$ cat src/hdl/icache_scm_settings.svh
// Size settings of the instruction cache data store, included by its packages and testbench
`ifndef ICACHE_SCM_SETTINGS_SVH
`define ICACHE_SCM_SETTINGS_SVH

// ---------------------------------------------------------------------------
// Geometry of the register-file memory
// ---------------------------------------------------------------------------

// Word address bits
`define ICACHE_SCM_ADDR_WIDTH 5

// Bits per stored word
`define ICACHE_SCM_DATA_WIDTH 32

// Word count, always two to the power of the address width
`define ICACHE_SCM_NUM_WORDS (2 ** `ICACHE_SCM_ADDR_WIDTH)

`endif

$ cat src/hdl/scm_mem_pkg.sv
// Memory types of the instruction cache data store, shared by every RTL block and the testbench
`include "icache_scm_settings.svh"

package scm_mem_pkg;

    // -----------------------------------------------------------------------
    // Addresses and data
    // -----------------------------------------------------------------------

    // Word address on any read or write port
    typedef logic [`ICACHE_SCM_ADDR_WIDTH-1:0] scm_addr_t;

    // One instruction word as stored in the array
    typedef logic [`ICACHE_SCM_DATA_WIDTH-1:0] scm_word_t;

    // -----------------------------------------------------------------------
    // Per-word vectors
    // -----------------------------------------------------------------------

    // One bit per word
    // Carries the registered write enables and the read selects
    typedef logic [`ICACHE_SCM_NUM_WORDS-1:0] scm_onehot_t;

endpackage

$ cat src/hdl/scm_write_pkg.sv
// Write-side types of the instruction cache data store, used by the write controller and array
package scm_write_pkg;

    // -----------------------------------------------------------------------
    // Write source
    // -----------------------------------------------------------------------

    // Which write port supplies a word on its next update
    // Port B takes priority on a same-word collision
    typedef enum logic
    {
        // Sampled data of write port A
        WSRC_A = 1'b0,
        // Sampled data of write port B
        WSRC_B = 1'b1
    } scm_wsrc_e;

endpackage

$ cat src/hdl/scm_write_ctrl.sv
// Write controller of the data store: decodes both write ports and stages data for the array
module scm_write_ctrl
(
    input  logic                                                   clk,
    input  logic                                                   reset_i,

    // Write port A
    input  logic                                                   we_a_i,
    input  scm_mem_pkg::scm_addr_t                                 waddr_a_i,
    input  scm_mem_pkg::scm_word_t                                 wdata_a_i,

    // Write port B
    input  logic                                                   we_b_i,
    input  scm_mem_pkg::scm_addr_t                                 waddr_b_i,
    input  scm_mem_pkg::scm_word_t                                 wdata_b_i,

    // Staged write towards the word array
    output scm_mem_pkg::scm_onehot_t                               wen_o,
    output scm_write_pkg::scm_wsrc_e [$bits(scm_mem_pkg::scm_onehot_t)-1:0] wsrc_o,
    output scm_mem_pkg::scm_word_t                                 wdata_a_o,
    output scm_mem_pkg::scm_word_t                                 wdata_b_o
);

    import scm_mem_pkg::*;
    import scm_write_pkg::*;

    // Combinational one-hot hits of each port
    scm_onehot_t hit_a;
    scm_onehot_t hit_b;

    // Registered write state, applied by the array one cycle later
    scm_onehot_t                          wen_q;
    scm_wsrc_e [$bits(scm_onehot_t)-1:0]  wsrc_q;
    scm_word_t                            wdata_a_q;
    scm_word_t                            wdata_b_q;

    // -----------------------------------------------------------------------
    // Write address decode
    // -----------------------------------------------------------------------

    always_comb
    begin : p_wad
        hit_a = '0;
        hit_b = '0;
        // Only an enabled port sets its bit
        if (we_a_i)
            hit_a[waddr_a_i] = 1'b1;
        if (we_b_i)
            hit_b[waddr_b_i] = 1'b1;
    end

    // Word enables, cleared on reset so nothing is pending
    always_ff @(posedge clk)
    begin : p_wen
        if (reset_i)
            wen_q <= '0;
        else
            wen_q <= hit_a | hit_b;
    end

    // Port B wins wherever it hits, covering the collision case
    always_ff @(posedge clk)
    begin : p_wsrc
        for (int i = 0; i < $bits(scm_onehot_t); i++)
        begin
            wsrc_q[i] <= hit_b[i] ? WSRC_B : WSRC_A;
        end
    end

    // -----------------------------------------------------------------------
    // Write data sampling
    // -----------------------------------------------------------------------

    always_ff @(posedge clk)
    begin : p_wdata
        if (we_a_i)
            wdata_a_q <= wdata_a_i;
        if (we_b_i)
            wdata_b_q <= wdata_b_i;
    end

    assign wen_o     = wen_q;
    assign wsrc_o    = wsrc_q;
    assign wdata_a_o = wdata_a_q;
    assign wdata_b_o = wdata_b_q;

    // A staged enable must trace back to an address seen on a port
    for (genvar w = 0; w < $bits(scm_onehot_t); w++)
    begin : g_wen_chk
        a_wen_addressed : assert property (@(posedge clk) disable iff (reset_i)
            wen_o[w] |-> $past((we_a_i && (waddr_a_i == w)) ||
                               (we_b_i && (waddr_b_i == w))));
    end

endmodule

$ cat src/hdl/scm_read_ctrl.sv
// Read controller of the data store: holds both read addresses and decodes them to word selects
module scm_read_ctrl
(
    input  logic                     clk,
    input  logic                     reset_i,

    // Read port A
    input  logic                     ren_a_i,
    input  scm_mem_pkg::scm_addr_t   raddr_a_i,

    // Read port B
    input  logic                     ren_b_i,
    input  scm_mem_pkg::scm_addr_t   raddr_b_i,

    // One-hot word selects towards the array
    output scm_mem_pkg::scm_onehot_t rsel_a_o,
    output scm_mem_pkg::scm_onehot_t rsel_b_o
);

    import scm_mem_pkg::*;

    // Registered read addresses
    scm_addr_t raddr_a_q;
    scm_addr_t raddr_b_q;

    // -----------------------------------------------------------------------
    // Read address registers
    // -----------------------------------------------------------------------

    // A held address keeps its word on the output
    always_ff @(posedge clk)
    begin : p_raddr_a
        if (reset_i)
            raddr_a_q <= '0;
        else if (ren_a_i)
            raddr_a_q <= raddr_a_i;
    end

    always_ff @(posedge clk)
    begin : p_raddr_b
        if (reset_i)
            raddr_b_q <= '0;
        else if (ren_b_i)
            raddr_b_q <= raddr_b_i;
    end

    // -----------------------------------------------------------------------
    // Read select decode
    // -----------------------------------------------------------------------

    always_comb
    begin : p_rad
        rsel_a_o = '0;
        rsel_b_o = '0;
        rsel_a_o[raddr_a_q] = 1'b1;
        rsel_b_o[raddr_b_q] = 1'b1;
    end

    // The array relies on exactly one selected word per port
    a_rsel_onehot : assert property (@(posedge clk) disable iff (reset_i)
        $onehot(rsel_a_o) && $onehot(rsel_b_o));

endmodule

$ cat src/hdl/scm_word_array.sv
// Word storage of the data store: flip-flop words written from staged data, read by one-hot selects
module scm_word_array
(
    input  logic                                                   clk,

    // Staged write from the write controller
    input  scm_mem_pkg::scm_onehot_t                               wen_i,
    input  scm_write_pkg::scm_wsrc_e [$bits(scm_mem_pkg::scm_onehot_t)-1:0] wsrc_i,
    input  scm_mem_pkg::scm_word_t                                 wdata_a_i,
    input  scm_mem_pkg::scm_word_t                                 wdata_b_i,

    // Word selects from the read controller
    input  scm_mem_pkg::scm_onehot_t                               rsel_a_i,
    input  scm_mem_pkg::scm_onehot_t                               rsel_b_i,

    // Read data
    output scm_mem_pkg::scm_word_t                                 rdata_a_o,
    output scm_mem_pkg::scm_word_t                                 rdata_b_o
);

    import scm_mem_pkg::*;
    import scm_write_pkg::*;

    // Stored words
    scm_word_t mem_q [$bits(scm_onehot_t)];

    // -----------------------------------------------------------------------
    // Write operation
    // -----------------------------------------------------------------------

    // Each enabled word loads the data of its source port
    always_ff @(posedge clk)
    begin : p_write
        for (int i = 0; i < $bits(scm_onehot_t); i++)
        begin
            if (wen_i[i])
            begin
                if (wsrc_i[i] == WSRC_B)
                    mem_q[i] <= wdata_b_i;
                else
                    mem_q[i] <= wdata_a_i;
            end
        end
    end

    // -----------------------------------------------------------------------
    // Read operation
    // -----------------------------------------------------------------------

    // AND-OR mux over all words
    // With a one-hot select only the chosen word survives
    always_comb
    begin : p_read
        rdata_a_o = '0;
        rdata_b_o = '0;
        for (int i = 0; i < $bits(scm_onehot_t); i++)
        begin
            rdata_a_o = rdata_a_o | (mem_q[i] & {$bits(scm_word_t){rsel_a_i[i]}});
            rdata_b_o = rdata_b_o | (mem_q[i] & {$bits(scm_word_t){rsel_b_i[i]}});
        end
    end

endmodule

$ cat src/hdl/icache_scm_top.sv
// Top level of the instruction cache data store: two read and two write ports over a flop array
module icache_scm_top
(
    input  logic                   clk,
    input  logic                   reset_i,

    // Read port A
    input  logic                   ren_a_i,
    input  scm_mem_pkg::scm_addr_t raddr_a_i,
    output scm_mem_pkg::scm_word_t rdata_a_o,

    // Read port B
    input  logic                   ren_b_i,
    input  scm_mem_pkg::scm_addr_t raddr_b_i,
    output scm_mem_pkg::scm_word_t rdata_b_o,

    // Write port A
    input  logic                   we_a_i,
    input  scm_mem_pkg::scm_addr_t waddr_a_i,
    input  scm_mem_pkg::scm_word_t wdata_a_i,

    // Write port B
    input  logic                   we_b_i,
    input  scm_mem_pkg::scm_addr_t waddr_b_i,
    input  scm_mem_pkg::scm_word_t wdata_b_i
);

    import scm_mem_pkg::*;
    import scm_write_pkg::*;

    // Staged write, one cycle behind the ports
    scm_onehot_t                          wen;
    scm_wsrc_e [$bits(scm_onehot_t)-1:0]  wsrc;
    scm_word_t                            wdata_a;
    scm_word_t                            wdata_b;

    // Read word selects
    scm_onehot_t rsel_a;
    scm_onehot_t rsel_b;

    // -----------------------------------------------------------------------
    // Write side
    // -----------------------------------------------------------------------

    scm_write_ctrl u_write_ctrl
    (
        .clk       (clk),
        .reset_i   (reset_i),
        .we_a_i    (we_a_i),
        .waddr_a_i (waddr_a_i),
        .wdata_a_i (wdata_a_i),
        .we_b_i    (we_b_i),
        .waddr_b_i (waddr_b_i),
        .wdata_b_i (wdata_b_i),
        .wen_o     (wen),
        .wsrc_o    (wsrc),
        .wdata_a_o (wdata_a),
        .wdata_b_o (wdata_b)
    );

    // -----------------------------------------------------------------------
    // Read side and storage
    // -----------------------------------------------------------------------

    scm_read_ctrl u_read_ctrl
    (
        .clk       (clk),
        .reset_i   (reset_i),
        .ren_a_i   (ren_a_i),
        .raddr_a_i (raddr_a_i),
        .ren_b_i   (ren_b_i),
        .raddr_b_i (raddr_b_i),
        .rsel_a_o  (rsel_a),
        .rsel_b_o  (rsel_b)
    );

    scm_word_array u_word_array
    (
        .clk       (clk),
        .wen_i     (wen),
        .wsrc_i    (wsrc),
        .wdata_a_i (wdata_a),
        .wdata_b_i (wdata_b),
        .rsel_a_i  (rsel_a),
        .rsel_b_i  (rsel_b),
        .rdata_a_o (rdata_a_o),
        .rdata_b_o (rdata_b_o)
    );

endmodule

$ cat config.mk
export PLATFORM = sky130hd
export DESIGN_NAME = icache_scm_top
export DESIGN_NICKNAME = d
export VERILOG_FILES = /design/src/hdl/scm_mem_pkg.sv /design/src/hdl/scm_write_pkg.sv /design/src/hdl/scm_write_ctrl.sv /design/src/hdl/scm_read_ctrl.sv /design/src/hdl/scm_word_array.sv /design/src/hdl/icache_scm_top.sv
export VERILOG_INCLUDE_DIRS = /design/src /design/src/hdl
export SDC_FILE = /design/constraint.sdc
export NUM_CORES = 2
export LEC_CHECK = 0
export BUFFER_PORTS_ARGS = -buffer_cell sky130_fd_sc_hd__buf_2
export CAP_MARGIN = 20
export CORE_MARGIN = 1
export CORE_UTILIZATION = 32
export DETAILED_ROUTE_END_ITERATION = 6
export GPL_ROUTABILITY_DRIVEN = 0
export PLACE_DENSITY = 0.46
export SYNTH_ARGS = -nofsm -noshare
export SYNTH_HDL_FRONTEND = slang
export SYNTH_SLANG_ARGS = --single-unit
$ cat constraint.sdc
create_clock -name clk -period 7.9 [get_ports clk]
set_clock_uncertainty 0.1 [all_clocks]
set_input_delay 1.185 -clock clk [delete_from_list [all_inputs] [get_ports clk]]
set_output_delay 1.185 -clock clk [all_outputs]
set_load 0.05 [all_outputs]
==> impl_metrics.ini <==
[global_route]
globalRouteOverflowTotal = 0
grt_usage = 0.326
grt_max_degree = 51
grt_pass1_vias = 46062
antenna_found_initial = 13
grt_pass1_wl_um = 431000

[synthesis]
avgSynthCellArea_um2 = 13.0
yosys.area.top_type = edfxtp_1
synthCells = 4758
synth_top_area_frac = 0.526
syn_area_um2 = 62100
synth_most_common_cell = edfxtp_1
yosys_register_bits = 1162
syn-num-nets = 4848
synth-edff-count = 1088
synth_cell_type_count = 53
synthTopCellsByArea = edfxtp_1 53%, mux2_2 19%, mux2i_1 4.8%
synth_warnings = 0
synth-seq-area-share = 0.550
async_flop_share = 0
synth_common_cells = 1088 x edfxtp_1, 1027 x mux2_2, 469 x clkbuf_1
synthFlopType = edfxtp_1

[sta]
fin_tns_setup_ns = 0
slew_viol_final = 0
min_period_ns = 6.24
fmax_mhz = 160
tightestPinTransition_ns = 1.27
max_slew_margin = 0.152
setup_violations = 0
period_share = 0.790
finalHoldViolCount = 0
rsz0062_at_grt = false

[clock_network]
post_cts_buffers = 0
clockBufferDepth = 3
cts_resized = 0
cts_tree = built
clockRootBuffer = clkbuf_16
clkTransAtPathRegs_ns = 0.06
clk_latency_ns = 0.82
numCtsBuffers = 143
cts.sinks = 1162
cts_hold_buf = 0
h-tree-depth = 4

[drt]
vias_per_cell = 6.77
postRouteAntennaNets = 0
num_vias = 49096
wire_per_inst_um = 45.4
wirelength_um = 329000
drtIter0Drc = 9399
firstDrtPassIters = 7
drc = 20

[placed_design]
io_buffers = 153
hpwl_um = 175000

[cells_and_area]
register_area_um2 = 34300
drive_gt1_frac = 0.355
fillerInstances = 18690
final_nets = 4701
area_growth_pct = 13.8
final_util = 0.367
multi_input_area_um2 = 26100

[setup_path]
slowest_stage = a2111oi_0
r2r_end = u_word_array.mem_q[0][271]
startpoint = u_read_ctrl.raddr_b_q[0]
cp-start-kind = flip-flop
critical_path_required_ns = 6.61
worstPathArrival_ns = 4.96
worstSetupPathType = flip-flop to output port
crit_chain = nand2b_1 -> nor2_4 -> buf_4 -> a2111oi_0 -> and3_1 -> nand4_1 -> buf_2
r2r_slack_ns = 4.72
slowest_delay_ns = 0.97
critPathCaptureType = output port
reg2reg_from = u_write_ctrl.wen_o[8]
cp_max_fo = 29
cp-endpoint = rdata_b_o[31]
reg2reg_depth = 3

[job]
drv_cap = 0

[status]
violations = DRC
outcome = complete, but fails checks

[floorplanning]
chipWidth_um = 442
ios = 154
core_area_um2 = 193000
die_y_um = 442
die_area_um2 = 196000
fp-row-count = 161
start_util = 0.322

[power]
leakagePower_uw = 0.0231
irDropWorstVdd_uv = 146
power_density_nw_per_um2 = 221

[worst_hold_path]
min_path_type = input port to flip-flop
-- cell type report --
type / instances / area share
clock inverters: 76 / 0.0105
flip-flops and latches: 1162 / 0.485
clock buffers: 183 / 0.0550
repair buffers: 314 / 0.0337
multi-input cells: 2962 / 0.369
diodes: 6 / 0.000213
inverters: 28 / 0.00149
well taps: 2526 / 0.0448
-- worst max-delay path: cells and delay by family (launching register included) --
family / cells / cell delay (ns)
compound gates: 1 / 0.97
simple gates: 4 / 1.46
buf+inv: 2 / 0.71
flops: 1 / 0.92
-- worst min-delay path by stage --
stage          slack [ns]                          to                  startpoint  cells after the start
2_1_floorplan        0.51  u_word_array.mem_q[1][127]  u_write_ctrl.wdata_a_o[31]                      1
3_3_place_gp         0.52  u_word_array.mem_q[0][149]       u_write_ctrl.wen_o[4]                      0
3_5_place_dp         0.53  u_word_array.mem_q[0][149]       u_write_ctrl.wen_o[4]                      0
4_1_cts              0.40   u_write_ctrl.wdata_a_o[9]                wdata_a_i[9]                      1
5_1_grt              0.43   u_write_ctrl.wdata_a_o[9]                wdata_a_i[9]                      1
6_report             0.44   u_write_ctrl.wdata_a_o[9]                wdata_a_i[9]                      1
-- routing by layer --
layer | up-vias | wire length [µm] | track usage | part of all wire
met5 | - | 82 | 0 | 0.00025
met4 | 12 | 18900 | 0.166 | 0.057
met3 | 941 | 41200 | 0.0934 | 0.13
met2 | 4367 | 137000 | 0.465 | 0.42
met1 | 25184 | 132000 | 0.446 | 0.40
li1 | 18592 | - | - | -
-- state kept, by name, summed over array words and instances (netlist names) --
signal,flops
u_write_ctrl.wen_o,32
u_write_ctrl.wsrc_o,32
u_write_ctrl.wdata_b_o,32
u_write_ctrl.wdata_a_o,32
u_word_array.mem_q,1024
u_read_ctrl.raddr_a_q,5
u_read_ctrl.raddr_b_q,5
-- kinds of logic (layout without fill, tap and decap cells) --
| family | Yosys count | count (layout) | synth area share |
|---|---|---|---|
| muxes | 1327 | 1327 | 0.235 |
| DFF | 1162 | 1162 | 0.550 |
| buffers and inverters | 634 | 601 | 0.0400 |
| and+or+nand+nor | 808 | 808 | 0.0726 |
| AOI/OAI and AO/OA | 827 | 827 | 0.102 |
| other | 0 | 6 | 0 |
-- cells in the final DEF, fill, tap and decap left out, drive strengths merged, types with 10 or more instances in the layout --
cell     count
a2111oi     68
a211oi      27
a21oi       37
a221oi      82
a22o       124
a22oi      312
a32oi       36
and3       254
buf        314
bufinv      11
clkbuf     183
clkinv      54
dfxtp       74
edfxtp    1088
inv         35
mux2      1027
mux2i      300
nand2       47
nand3       28
nand3b      12
nand4       92
nor2       186
nor2b       39
nor3        36
nor3b       10
nor4        25
o22ai      124
or3         33
or4         10
-- power by group --
group	total, µW	internal [µW]	switching [µW]
combinational	1720	639	1080
sequential	7180	6890	289
clock	6710	3850	2860
total	15600	11400	4230
-- metrics by stage --
stage	total power, µW	area [µm²]	hold slack [ns]	worst slack (ns)	instances
global route	15900	70600	0.427	1.71	7251
finish	15600	70600	0.441	1.66	7257
floorplan	8240	62100	0.511	4.28	4758
global placement	8920	65400	0.522	2.63	6968
detailed placement	8940	65600	0.525	2.62	6977
CTS	15600	70200	0.397	1.74	7236
Note: power is estimated with default switching activity, not from simulation.
